File: src/source/spi_flash_pkg.sv
`default_nettype none

package spi_flash_pkg;

	// Bus and flash widths.
	localparam int DATA_BITS = 16;
	localparam int BUS_ADDR_BITS = 8;
	localparam int FLASH_ADDR_BITS = 24;

	// Word address is one bit shorter than the byte address.
	localparam int WORD_ADDR_BITS = FLASH_ADDR_BITS - 1;
	localparam int ADDR_HI_BITS = WORD_ADDR_BITS - DATA_BITS;

	// Bit timing in system clocks.
	localparam int TICKS_PER_BIT = 8;
	localparam int TICK_BITS = $clog2(TICKS_PER_BIT);
	localparam int SCK_RISE_TICK = 4;	// SCK rises and MISO is sampled here.

	// Phase lengths in bits.
	localparam int CMD_BITS = 8;
	localparam int ADDR_PHASE_BITS = 24;
	localparam int DATA_PHASE_BITS = 16;
	localparam int BIT_CNT_BITS = $clog2(ADDR_PHASE_BITS);

	// Register map.
	typedef enum logic [BUS_ADDR_BITS-1:0] {
		REG_ADDR_LO = 8'h00,	// Word address bits 15..0.
		REG_ADDR_HI = 8'h01,	// Word address bits 22..16 in bits 6..0.
		REG_CMD = 8'h02,	// Bit 0 read, bit 1 wake.
		REG_DATA = 8'h03,
		REG_STATUS = 8'h04	// Bit 0 done.
	} reg_addr_t;

	// Flash opcodes.
	typedef enum logic [CMD_BITS-1:0] {
		FLASH_READ = 8'h03,
		FLASH_WAKE = 8'hAB	// Release from power-down.
	} flash_cmd_t;

	typedef enum logic [2:0] {
		IDLE,
		SEND_CMD,
		SEND_ADDR,
		GET_DATA,
		DONE
	} seq_state_t;

endpackage

`default_nettype wire

File: src/source/spi_cmd_if.sv
`default_nettype none

interface spi_cmd_if;
	import spi_flash_pkg::*;

	logic read_go;	// One-cycle start pulses.
	logic wake_go;
	logic [WORD_ADDR_BITS-1:0] word_addr;

	logic [DATA_BITS-1:0] rd_data;	// Word as shifted in, first byte on top.
	logic done;	// Pulses for the one cycle spent in DONE.

	modport regs (
		output read_go,
		output wake_go,
		output word_addr,
		input rd_data,
		input done
	);

	modport seq (
		input read_go,
		input wake_go,
		input word_addr,
		output rd_data,
		output done
	);

endinterface

`default_nettype wire

File: src/source/spi_flash_regs.sv
`default_nettype none

module spi_flash_regs (
	input wire logic CLK,
	input wire logic RSTb,
	input wire spi_flash_pkg::reg_addr_t addr,
	input wire logic [spi_flash_pkg::DATA_BITS-1:0] wr_data,
	output logic [spi_flash_pkg::DATA_BITS-1:0] rd_data,
	input wire logic wr,
	spi_cmd_if.regs cmd
);
	import spi_flash_pkg::*;

	logic [DATA_BITS-1:0] addr_lo;
	logic [ADDR_HI_BITS-1:0] addr_hi;
	logic done_flag;

	logic wr_lo;
	logic wr_hi;
	logic wr_cmd;
	logic cmd_any;

	assign wr_lo = wr && (addr == REG_ADDR_LO);
	assign wr_hi = wr && (addr == REG_ADDR_HI);
	assign wr_cmd = wr && (addr == REG_CMD);
	assign cmd_any = wr_cmd && (wr_data[1] || wr_data[0]);

	assign cmd.word_addr = {addr_hi, addr_lo};

	always_ff @(posedge CLK) begin
		if (!RSTb) begin
			addr_lo <= '0;
			addr_hi <= '0;
		end else begin
			if (wr_lo)
				addr_lo <= wr_data;
			if (wr_hi)
				addr_hi <= wr_data[ADDR_HI_BITS-1:0];	// Upper bits are dropped.
		end
	end

	// Command writes become single-cycle go pulses.
	always_ff @(posedge CLK) begin
		if (!RSTb) begin
			cmd.read_go <= 1'b0;
			cmd.wake_go <= 1'b0;
		end else begin
			cmd.read_go <= wr_cmd && wr_data[0];
			cmd.wake_go <= wr_cmd && wr_data[1];
		end
	end

	// Sticky done. A command write clears it at once, and wins over a done
	// pulse arriving on the same edge since that command is the one accepted.
	always_ff @(posedge CLK) begin
		if (!RSTb)
			done_flag <= 1'b0;
		else if (cmd_any)
			done_flag <= 1'b0;
		else if (cmd.done)
			done_flag <= 1'b1;
	end

	always_comb begin
		rd_data = '0;
		case (addr)
			REG_DATA:	// First flash byte goes to the low byte.
				rd_data = {cmd.rd_data[DATA_BITS/2-1:0], cmd.rd_data[DATA_BITS-1:DATA_BITS/2]};
			REG_STATUS:
				rd_data = {{(DATA_BITS-1){1'b0}}, done_flag};
			default:
				rd_data = '0;
		endcase
	end

	// Go pulses last one cycle, so no two start requests arrive back to back.
	a_go_single: assert property (
		@(posedge CLK) disable iff (!RSTb)
		(cmd.read_go || cmd.wake_go) |=> !(cmd.read_go || cmd.wake_go)
	);

endmodule

`default_nettype wire

File: src/source/spi_sck_gen.sv
`default_nettype none

module spi_sck_gen (
	input wire logic CLK,
	input wire logic RSTb,
	input wire logic run,
	input wire logic phase_restart,
	output logic sck,
	output logic sample_stb,
	output logic bit_end
);
	import spi_flash_pkg::*;

	logic [TICK_BITS-1:0] tick;

	// Tick counter wraps naturally at the end of each bit period.
	always_ff @(posedge CLK) begin
		if (!RSTb)
			tick <= '0;
		else if (phase_restart)
			tick <= '0;
		else if (run)
			tick <= tick + 1'b1;
	end

	assign sample_stb = run && (tick == TICK_BITS'(SCK_RISE_TICK));
	assign bit_end = run && (tick == TICK_BITS'(TICKS_PER_BIT - 1));

	// Mode 0 clock. Low for the first half of the bit, high for the second.
	always_ff @(posedge CLK) begin
		if (!RSTb)
			sck <= 1'b0;
		else if (!run || phase_restart || bit_end)
			sck <= 1'b0;
		else if (sample_stb)
			sck <= 1'b1;
	end

	a_stb_apart: assert property (
		@(posedge CLK) disable iff (!RSTb)
		!(sample_stb && bit_end)
	);

endmodule

`default_nettype wire

File: src/source/spi_flash_seq.sv
`default_nettype none

module spi_flash_seq (
	input wire logic CLK,
	input wire logic RSTb,
	spi_cmd_if.seq cmd,
	output logic run,
	output logic phase_restart,
	input wire logic sample_stb,
	input wire logic bit_end,
	input wire logic miso,
	output logic mosi,
	output logic csb
);
	import spi_flash_pkg::*;

	seq_state_t state;
	logic [FLASH_ADDR_BITS-1:0] shift_r;
	logic [BIT_CNT_BITS-1:0] bit_cnt;
	logic [BIT_CNT_BITS-1:0] last_bit;
	logic read_op;	// Set for a read, clear for a wake.
	logic start;
	logic phase_done;
	flash_cmd_t opcode;

	// Go pulses are only taken in IDLE. Read has priority.
	assign start = (state == IDLE) && (cmd.read_go || cmd.wake_go);
	assign opcode = cmd.read_go ? FLASH_READ : FLASH_WAKE;

	always_comb begin
		case (state)
			SEND_CMD:
				last_bit = BIT_CNT_BITS'(CMD_BITS - 1);
			SEND_ADDR:
				last_bit = BIT_CNT_BITS'(ADDR_PHASE_BITS - 1);
			default:
				last_bit = BIT_CNT_BITS'(DATA_PHASE_BITS - 1);
		endcase
	end

	assign phase_done = bit_end && (bit_cnt == last_bit);

	assign run = (state == SEND_CMD) || (state == SEND_ADDR) || (state == GET_DATA);
	assign phase_restart = start
		|| (phase_done && (state == SEND_CMD) && read_op)
		|| (phase_done && (state == SEND_ADDR));

	assign mosi = ((state == SEND_CMD) || (state == SEND_ADDR)) ?
		shift_r[FLASH_ADDR_BITS-1] : 1'b0;
	assign csb = !run;	// Selected only while bits are moving.
	assign cmd.done = (state == DONE);

	always_ff @(posedge CLK) begin
		if (!RSTb) begin
			state <= IDLE;
			bit_cnt <= '0;
			read_op <= 1'b0;
		end else begin
			case (state)
				IDLE:
					if (start) begin
						state <= SEND_CMD;
						read_op <= cmd.read_go;
						bit_cnt <= '0;
					end
				SEND_CMD, SEND_ADDR, GET_DATA:
					if (phase_done) begin
						bit_cnt <= '0;
						if (state == SEND_CMD)
							state <= read_op ? SEND_ADDR : DONE;
						else if (state == SEND_ADDR)
							state <= GET_DATA;
						else
							state <= DONE;
					end else if (bit_end) begin
						bit_cnt <= bit_cnt + 1'b1;
					end
				DONE:
					state <= IDLE;
				default:
					state <= IDLE;
			endcase
		end
	end

	// Outgoing shifter. Opcode sits in the top byte, then the byte address.
	always_ff @(posedge CLK) begin
		if (start)
			shift_r <= {opcode, {(FLASH_ADDR_BITS-CMD_BITS){1'b0}}};
		else if (phase_done && (state == SEND_CMD))
			shift_r <= {cmd.word_addr, 1'b0};
		else if (bit_end)
			shift_r <= {shift_r[FLASH_ADDR_BITS-2:0], 1'b0};
	end

	// Read data holds until the next read reaches its data phase.
	always_ff @(posedge CLK) begin
		if (!RSTb)
			cmd.rd_data <= '0;
		else if ((state == GET_DATA) && sample_stb)
			cmd.rd_data <= {cmd.rd_data[DATA_BITS-2:0], miso};
	end

	a_idle_deselect: assert property (
		@(posedge CLK) disable iff (!RSTb)
		(state == IDLE) |-> csb
	);

endmodule

`default_nettype wire

File: src/source/spi_flash_top.sv
`default_nettype none

module spi_flash_top (
	input wire logic CLK,
	input wire logic RSTb,
	input wire logic [spi_flash_pkg::BUS_ADDR_BITS-1:0] addr,
	input wire logic [spi_flash_pkg::DATA_BITS-1:0] wr_data,
	input wire logic wr,
	output logic [spi_flash_pkg::DATA_BITS-1:0] rd_data,
	output logic mosi,
	output logic sck,
	output logic csb,
	input wire logic miso
);
	import spi_flash_pkg::*;

	logic run;
	logic phase_restart;
	logic sample_stb;
	logic bit_end;

	spi_cmd_if cmd_if ();

	spi_flash_regs spi_flash_regs_i (
		.CLK(CLK),
		.RSTb(RSTb),
		.addr(reg_addr_t'(addr)),	// Unmapped values fall to the default read.
		.wr_data(wr_data),
		.rd_data(rd_data),
		.wr(wr),
		.cmd(cmd_if.regs)
	);

	spi_flash_seq spi_flash_seq_i (
		.CLK(CLK),
		.RSTb(RSTb),
		.cmd(cmd_if.seq),
		.run(run),
		.phase_restart(phase_restart),
		.sample_stb(sample_stb),
		.bit_end(bit_end),
		.miso(miso),
		.mosi(mosi),
		.csb(csb)
	);

	spi_sck_gen spi_sck_gen_i (
		.CLK(CLK),
		.RSTb(RSTb),
		.run(run),
		.phase_restart(phase_restart),
		.sck(sck),
		.sample_stb(sample_stb),
		.bit_end(bit_end)
	);

endmodule

`default_nettype wire

File: config.mk
export PLATFORM = sky130hd
export DESIGN_NAME = spi_flash_top
export DESIGN_NICKNAME = d
export VERILOG_FILES = /design/src/source/spi_flash_pkg.sv /design/src/source/spi_cmd_if.sv /design/src/source/spi_flash_regs.sv /design/src/source/spi_sck_gen.sv /design/src/source/spi_flash_seq.sv /design/src/source/spi_flash_top.sv
export SDC_FILE = /design/constraint.sdc
export NUM_CORES = 1
export LEC_CHECK = 0
export BUFFER_PORTS_ARGS = -buffer_cell sky130_fd_sc_hd__buf_2
export CAP_MARGIN = 40
export CORE_MARGIN = 2
export CORE_UTILIZATION = 59
export CTS_BUF_LIST = sky130_fd_sc_hd__clkbuf_4 sky130_fd_sc_hd__clkbuf_8
export DETAILED_ROUTE_END_ITERATION = 7
export GPL_TIMING_DRIVEN = 0
export PLACE_DENSITY = 0.82
export SETUP_SLACK_MARGIN = 0.1
export SYNTH_ARGS = -nofsm -noshare
export SYNTH_HDL_FRONTEND = slang
export SYNTH_SLANG_ARGS = --single-unit
export TNS_END_PERCENT = 20
File: constraint.sdc
create_clock -name CLK -period 3.2 [get_ports CLK]
set_input_delay 0.48 -clock CLK [delete_from_list [all_inputs] [get_ports CLK]]
set_output_delay 0.48 -clock CLK [all_outputs]
set_load 0.05 [all_outputs]
Word-level counts from Yosys, hierarchy flattened
Cells that the tools add are included.
- $add $sub $neg: 2
- equality and inequality tests: 14
- muxes and demuxes: 17
- bitwise logic cells: 1
- reductions and logical operators: 35
- operators with widths (operator ; count):
    $mux 24 ; 3
    $pmux 16 s2 ; 1
    $pmux 5 s2 ; 2
    $eq 8x2->1 const B ; 2
    $mux 3 ; 5
    $mux 5 ; 3
    $logic_and 1x1->1 ; 14
    $eq 3x3->1 const B ; 3
    $eq 8x1->1 const B ; 1
    $eq 8x3->1 const B ; 1
    $logic_not 8->1 ; 1
    $logic_or 1x1->1 ; 8
    $mux 8 ; 1
    $eq 3x2->1 const B ; 2
    $pmux 3 s2 ; 1
    $reduce_or 2->1 ; 3
    $add 5x1->5 const B ; 1
    $eq 5x5->1 ; 1
    $ne 2x1->1 const B ; 2
    $reduce_and 2->1 ; 2
    $reduce_bool 2->1 ; 2
    $add 3x1->3 const B ; 1
    $eq 3x1->1 const B ; 1
    $logic_not 3->1 ; 1
    7 further kinds ; 7
- flip-flop bits (word level): 78
- output and inout port bits: 19

Logic depth before layout (Yosys ltp)
- word-level depth: 12
- gate-level depth with buffers: 8
- gate-level depth less buffers: 7

Cells and area by module
From an unflattened synthesis, not the netlist that was laid out.
- cell total of the unflattened synthesis: 387
- area, all modules: 3616.0 um^2
- modules (own cells, without submodules) (module ; instances ; cells an instance ; area each (um^2) ; sequential area each (um^2)):
    spi_flash_seq ; 1 ; 238 ; 2185.8 ; 1041.0
    spi_flash_regs ; 1 ; 128 ; 1202.4 ; 520.5
    spi_sck_gen ; 1 ; 21 ; 227.7 ; 80.1

Worst setup path after synthesis
No wires, ideal clock.
- path type: in2out
- start: in addr[3] in the netlist's numbering
- end: out rd_data[10] in the netlist's numbering
- arrival time: 1.878 ns
- required time: 2.720 ns
- path slack: 0.842 ns
- stages: 5
- buffers on the path: 1
- path through: nor3_1 -> nand2_1 -> nor3_1 -> clkbuf_1 -> and2_1
- longest elaborated chain between the ends: 2
- elaborated cells on any way between the ends: 3
- classes of those cells: 2 x eq/ne; 1 x mux
- ends and longest elaborated chain (what ; RTL line ; RTL):
    start: declaration ; spi_flash_top.sv:6 ; input wire logic [spi_flash_pkg::BUS_ADDR_BITS-1:0] addr,
    $eq 8x3->1 / $eq 8x2->1 (equally long branches) ; spi_flash_regs.sv:66 ; case (addr)
    $pmux 16 s2 * ; spi_flash_regs.sv:66 ;
    end: declaration ; spi_flash_top.sv:9 ; output logic [spi_flash_pkg::DATA_BITS-1:0] rd_data,
Mark *: on every way between the ends. The rest lies on a longest branch, timed or not.

Worst setup path in the final report
- start: in addr[3] in the netlist's numbering
- end: out rd_data[7] in the netlist's numbering
Same word-level chain as after synthesis.

==> flow_summary.json <==
{
  "outcome": "completed",
  "dr.pass1.iters": 4,
  "hold_class": "input port to flop",
  "numClockSinks": 78,
  "yosysMostFrequentCell": "dfxtp_1",
  "synth_adder_area_share": 0.0143,
  "rsz0062_at_grt": "false",
  "dieArea_um2": 6560,
  "synth_top_cell_by_area": "dfxtp_1",
  "synth-compound-area-share": 0.0991,
  "hold_depth": 3,
  "holdPathEnd": "spi_flash_seq_i.cmd.rd_data[0]$_SDFFE_PN0P_",
  "p_per_area_nw_per_um2": 462,
  "antenna_found_initial": 0,
  "synth_top_family_by_area": "simple AND/OR/NAND/NOR gates",
  "finalInstanceArea_um2": 4040,
  "synth-seq-cells": 78,
  "crit_fanout": 10,
  "n_antenna_cell": 0,
  "holdBufCountCts": 0,
  "dp_hpwl_um": 5010,
  "critPathLaunchType": "input port",
  "cts_setup_buffers": 0,
  "pin_count": 47,
  "placed_area_um2": 3810,
  "timing.rr.start": "spi_sck_gen_i.tick[0]$_SDFFE_PP0P_",
  "cts_buffers": 9,
  "gp_congestion": 0.843,
  "reg2reg_depth": 7,
  "area_delta_synth_final_pct": 15.7,
  "grt_pass1_wl_um": 11400,
  "synth.distinct_cells": 44,
  "clkSlewWorstSetupHoldPaths_ns": 0.08,
  "reg2reg_slack_ns": 0.67,
  "die_y_um": 81.0,
  "initial_utilization": 0.601,
  "clk_latency_ns": 0.35,
  "timing.fmax_ghz": 0.365,
  "path_class": "input port to output pin",
  "drtAntennaViolNets": 0,
  "fp-row-count": 28,
  "synth_mux_area_frac": 0.135,
  "async_flop_share": 0,
  "avgSynthCellArea_um2": 9.74,
  "ys_warn_count": 0,
  "final_util": 0.695,
  "ir_drop_uv": 435,
  "power.total_mw": 1.87,
  "grt_max_degree": 15,
  "post-route-period-util": 0.856,
  "drt_iter0_markers": 170,
  "synthXorXnorAreaFrac": 0.0215,
  "overflow": 0,
  "finalCriticalPeriod_ns": 2.74,
  "track_usage": 0.229,
  "synth_edf_count": 8,
  "cts_root_buffer": "clkbuf_8",
  "maxSlewHeadroom": 0.503,
  "synth_nets": 391,
  "syn_inst": 359,
  "vias": 2672,
  "core_um2": 5820,
  "tightestPinTransition_ns": 0.741,
  "cts_resized": 0,
  "cap_violations": 0,
  "drive_gt1_frac": 0.179,
  "clockBufferDepth": 2,
  "leakage_nw": 1.61,
  "final.setup.tns_ns": 0,
  "avgRoutedWirePerCell_um": 14.4,
  "synth_ff_type": "dfxtp_1",
  "yosysSeqAreaShare": 0.470,
  "drc": 0,
  "yosysTopAreaCellShare": 0.401,
  "totalWireLength_um": 7130,
  "yosys-top-cells-area": "dfxtp_1 40%, mux2i_1 13%, edfxtp_1 6.9%",
  "die_x_um": 81.0,
  "min-delay-start": "miso",
  "finalNetCount": 447,
  "port_buffers": 45,
  "arrival_ns": 2.26,
  "grt_pass1_vias": 2440,
  "htreeDepth": 3,
  "synth_simple_gate_area_frac": 0.222,
  "finalSetupViolCount": 0,
  "vias_per_cell": 5.40,
  "r2r-end": "spi_flash_seq_i.shift_r[17]$_SDFFCE_PP1P_",
  "tritoncts": "yes",
  "endpoint_kind": "output pin",
  "maxSlewViolCount": 0,
  "synth_common_cells": "70 x dfxtp_1, 54 x nand2_1, 47 x mux2i_1",
  "hold_viol": 0,
  "skew_ns": 0.00685,
  "netlist_area_um2": 3500,
  "critPathRequiredTime_ns": 2.72
}
cell usage in the layout (no fill, tap or decap), types with 2 or more instances in the layout:
| cell | count |
|---|---|
| a21boi_0 | 17 |
| a21oi_1 | 7 |
| and2_1 | 16 |
| and3_1 | 3 |
| buf_2 | 49 |
| buf_6 | 3 |
| bufinv_16 | 2 |
| clkbuf_1 | 13 |
| clkbuf_8 | 10 |
| dfxtp_1 | 70 |
| edfxtp_1 | 8 |
| ha_1 | 4 |
| inv_1 | 7 |
| mux2i_1 | 47 |
| nand2_1 | 54 |
| nand2b_1 | 2 |
| nand3_1 | 4 |
| nand4b_1 | 3 |
| nor2_1 | 15 |
| nor2b_1 | 25 |
| nor3_1 | 9 |
| nor4_1 | 2 |
| nor4b_1 | 3 |
| o21ai_0 | 5 |
| o21ai_1 | 12 |
| o21ba_2 | 2 |
| xnor2_1 | 5 |
layer usage:
metal	share of wire	routed length [um]	GRT usage
met1	0.47	3360	0.303
met2	0.47	3320	0.366
met3	0.042	298	0.0400
met4	0.021	150	0.107
met5	0	0	0
power breakdown:
group          total (mW)  internal, mW  leakage, nW  switching, mW
Clock               0.838         0.465        0.113          0.373
Sequential          0.984         0.984        0.633       0.000356
Combinational      0.0454        0.0230        0.862         0.0224
how the worst max path moves through the flow:
stage                     slack, ns  depth (start not counted)  startpoint     endpoint
after floorplan                0.84                          5     addr[3]  rd_data[10]
after global placement         0.54                          7     addr[3]   rd_data[5]
after detailed placement       0.42                          7     addr[3]   rd_data[7]
after CTS                      0.42                          7     addr[3]   rd_data[7]
after global routing           0.24                          7     addr[3]   rd_data[7]
final                          0.46                          7     addr[3]   rd_data[7]
final cells by class:
cell class | instances | area, um^2
timing repair buffer | 45 | 225
clock inverter | 6 | 91.3
buffer | 21 | 110
inverter | 7 | 26.3
fill | 458 | 1770
multi-input combinational | 253 | 1720
tap | 75 | 93.8
clock buffer | 10 | 138
sequential | 78 | 1640
critical path: stages:
cell and delay (ns):
buf_2 0.09, nor3_1 0.37, nand2_1 0.13, nor3_1 0.43, clkbuf_1 0.32, and2_1 0.18, buf_2 0.26
cell families (layout without fill, tap and decap cells):
kind of cell,after synthesis,count (layout)
muxes,47,47
xor gates and xnor gates,7,7
AOI/OAI and AO/OA,51,51
buffers and inverters,28,89
and+or+nand+nor,144,144
adders and majority gates,4,4
DFF,78,78
state kept, by name, indices dropped and copies added (netlist names):
signal	cells
spi_flash_seq_i.shift_r	23
spi_flash_regs_i.addr_hi	7
spi_sck_gen_i.tick	3
spi_flash_regs_i.done_flag	1
spi_flash_seq_i.bit_cnt	5
spi_sck_gen_i.sck	1
spi_flash_regs_i.cmd.wake_go	1
spi_flash_seq_i.cmd.rd_data	16
spi_flash_seq_i.state	3
spi_flash_seq_i.read_op	1
spi_flash_regs_i.cmd.read_go	1
spi_flash_regs_i.addr_lo	16
stage by stage:
step	hold slack (ns)	setup slack, ns	std cells
6_report	0.367	0.461	495
5_1_grt	0.387	0.238	495
4_1_cts	0.360	0.423	495
3_5_place_dp	0.442	0.421	479
3_3_place_gp	0.436	0.542	479
2_1_floorplan	0.424	0.842	359
Power figures use the tool's default switching activity.
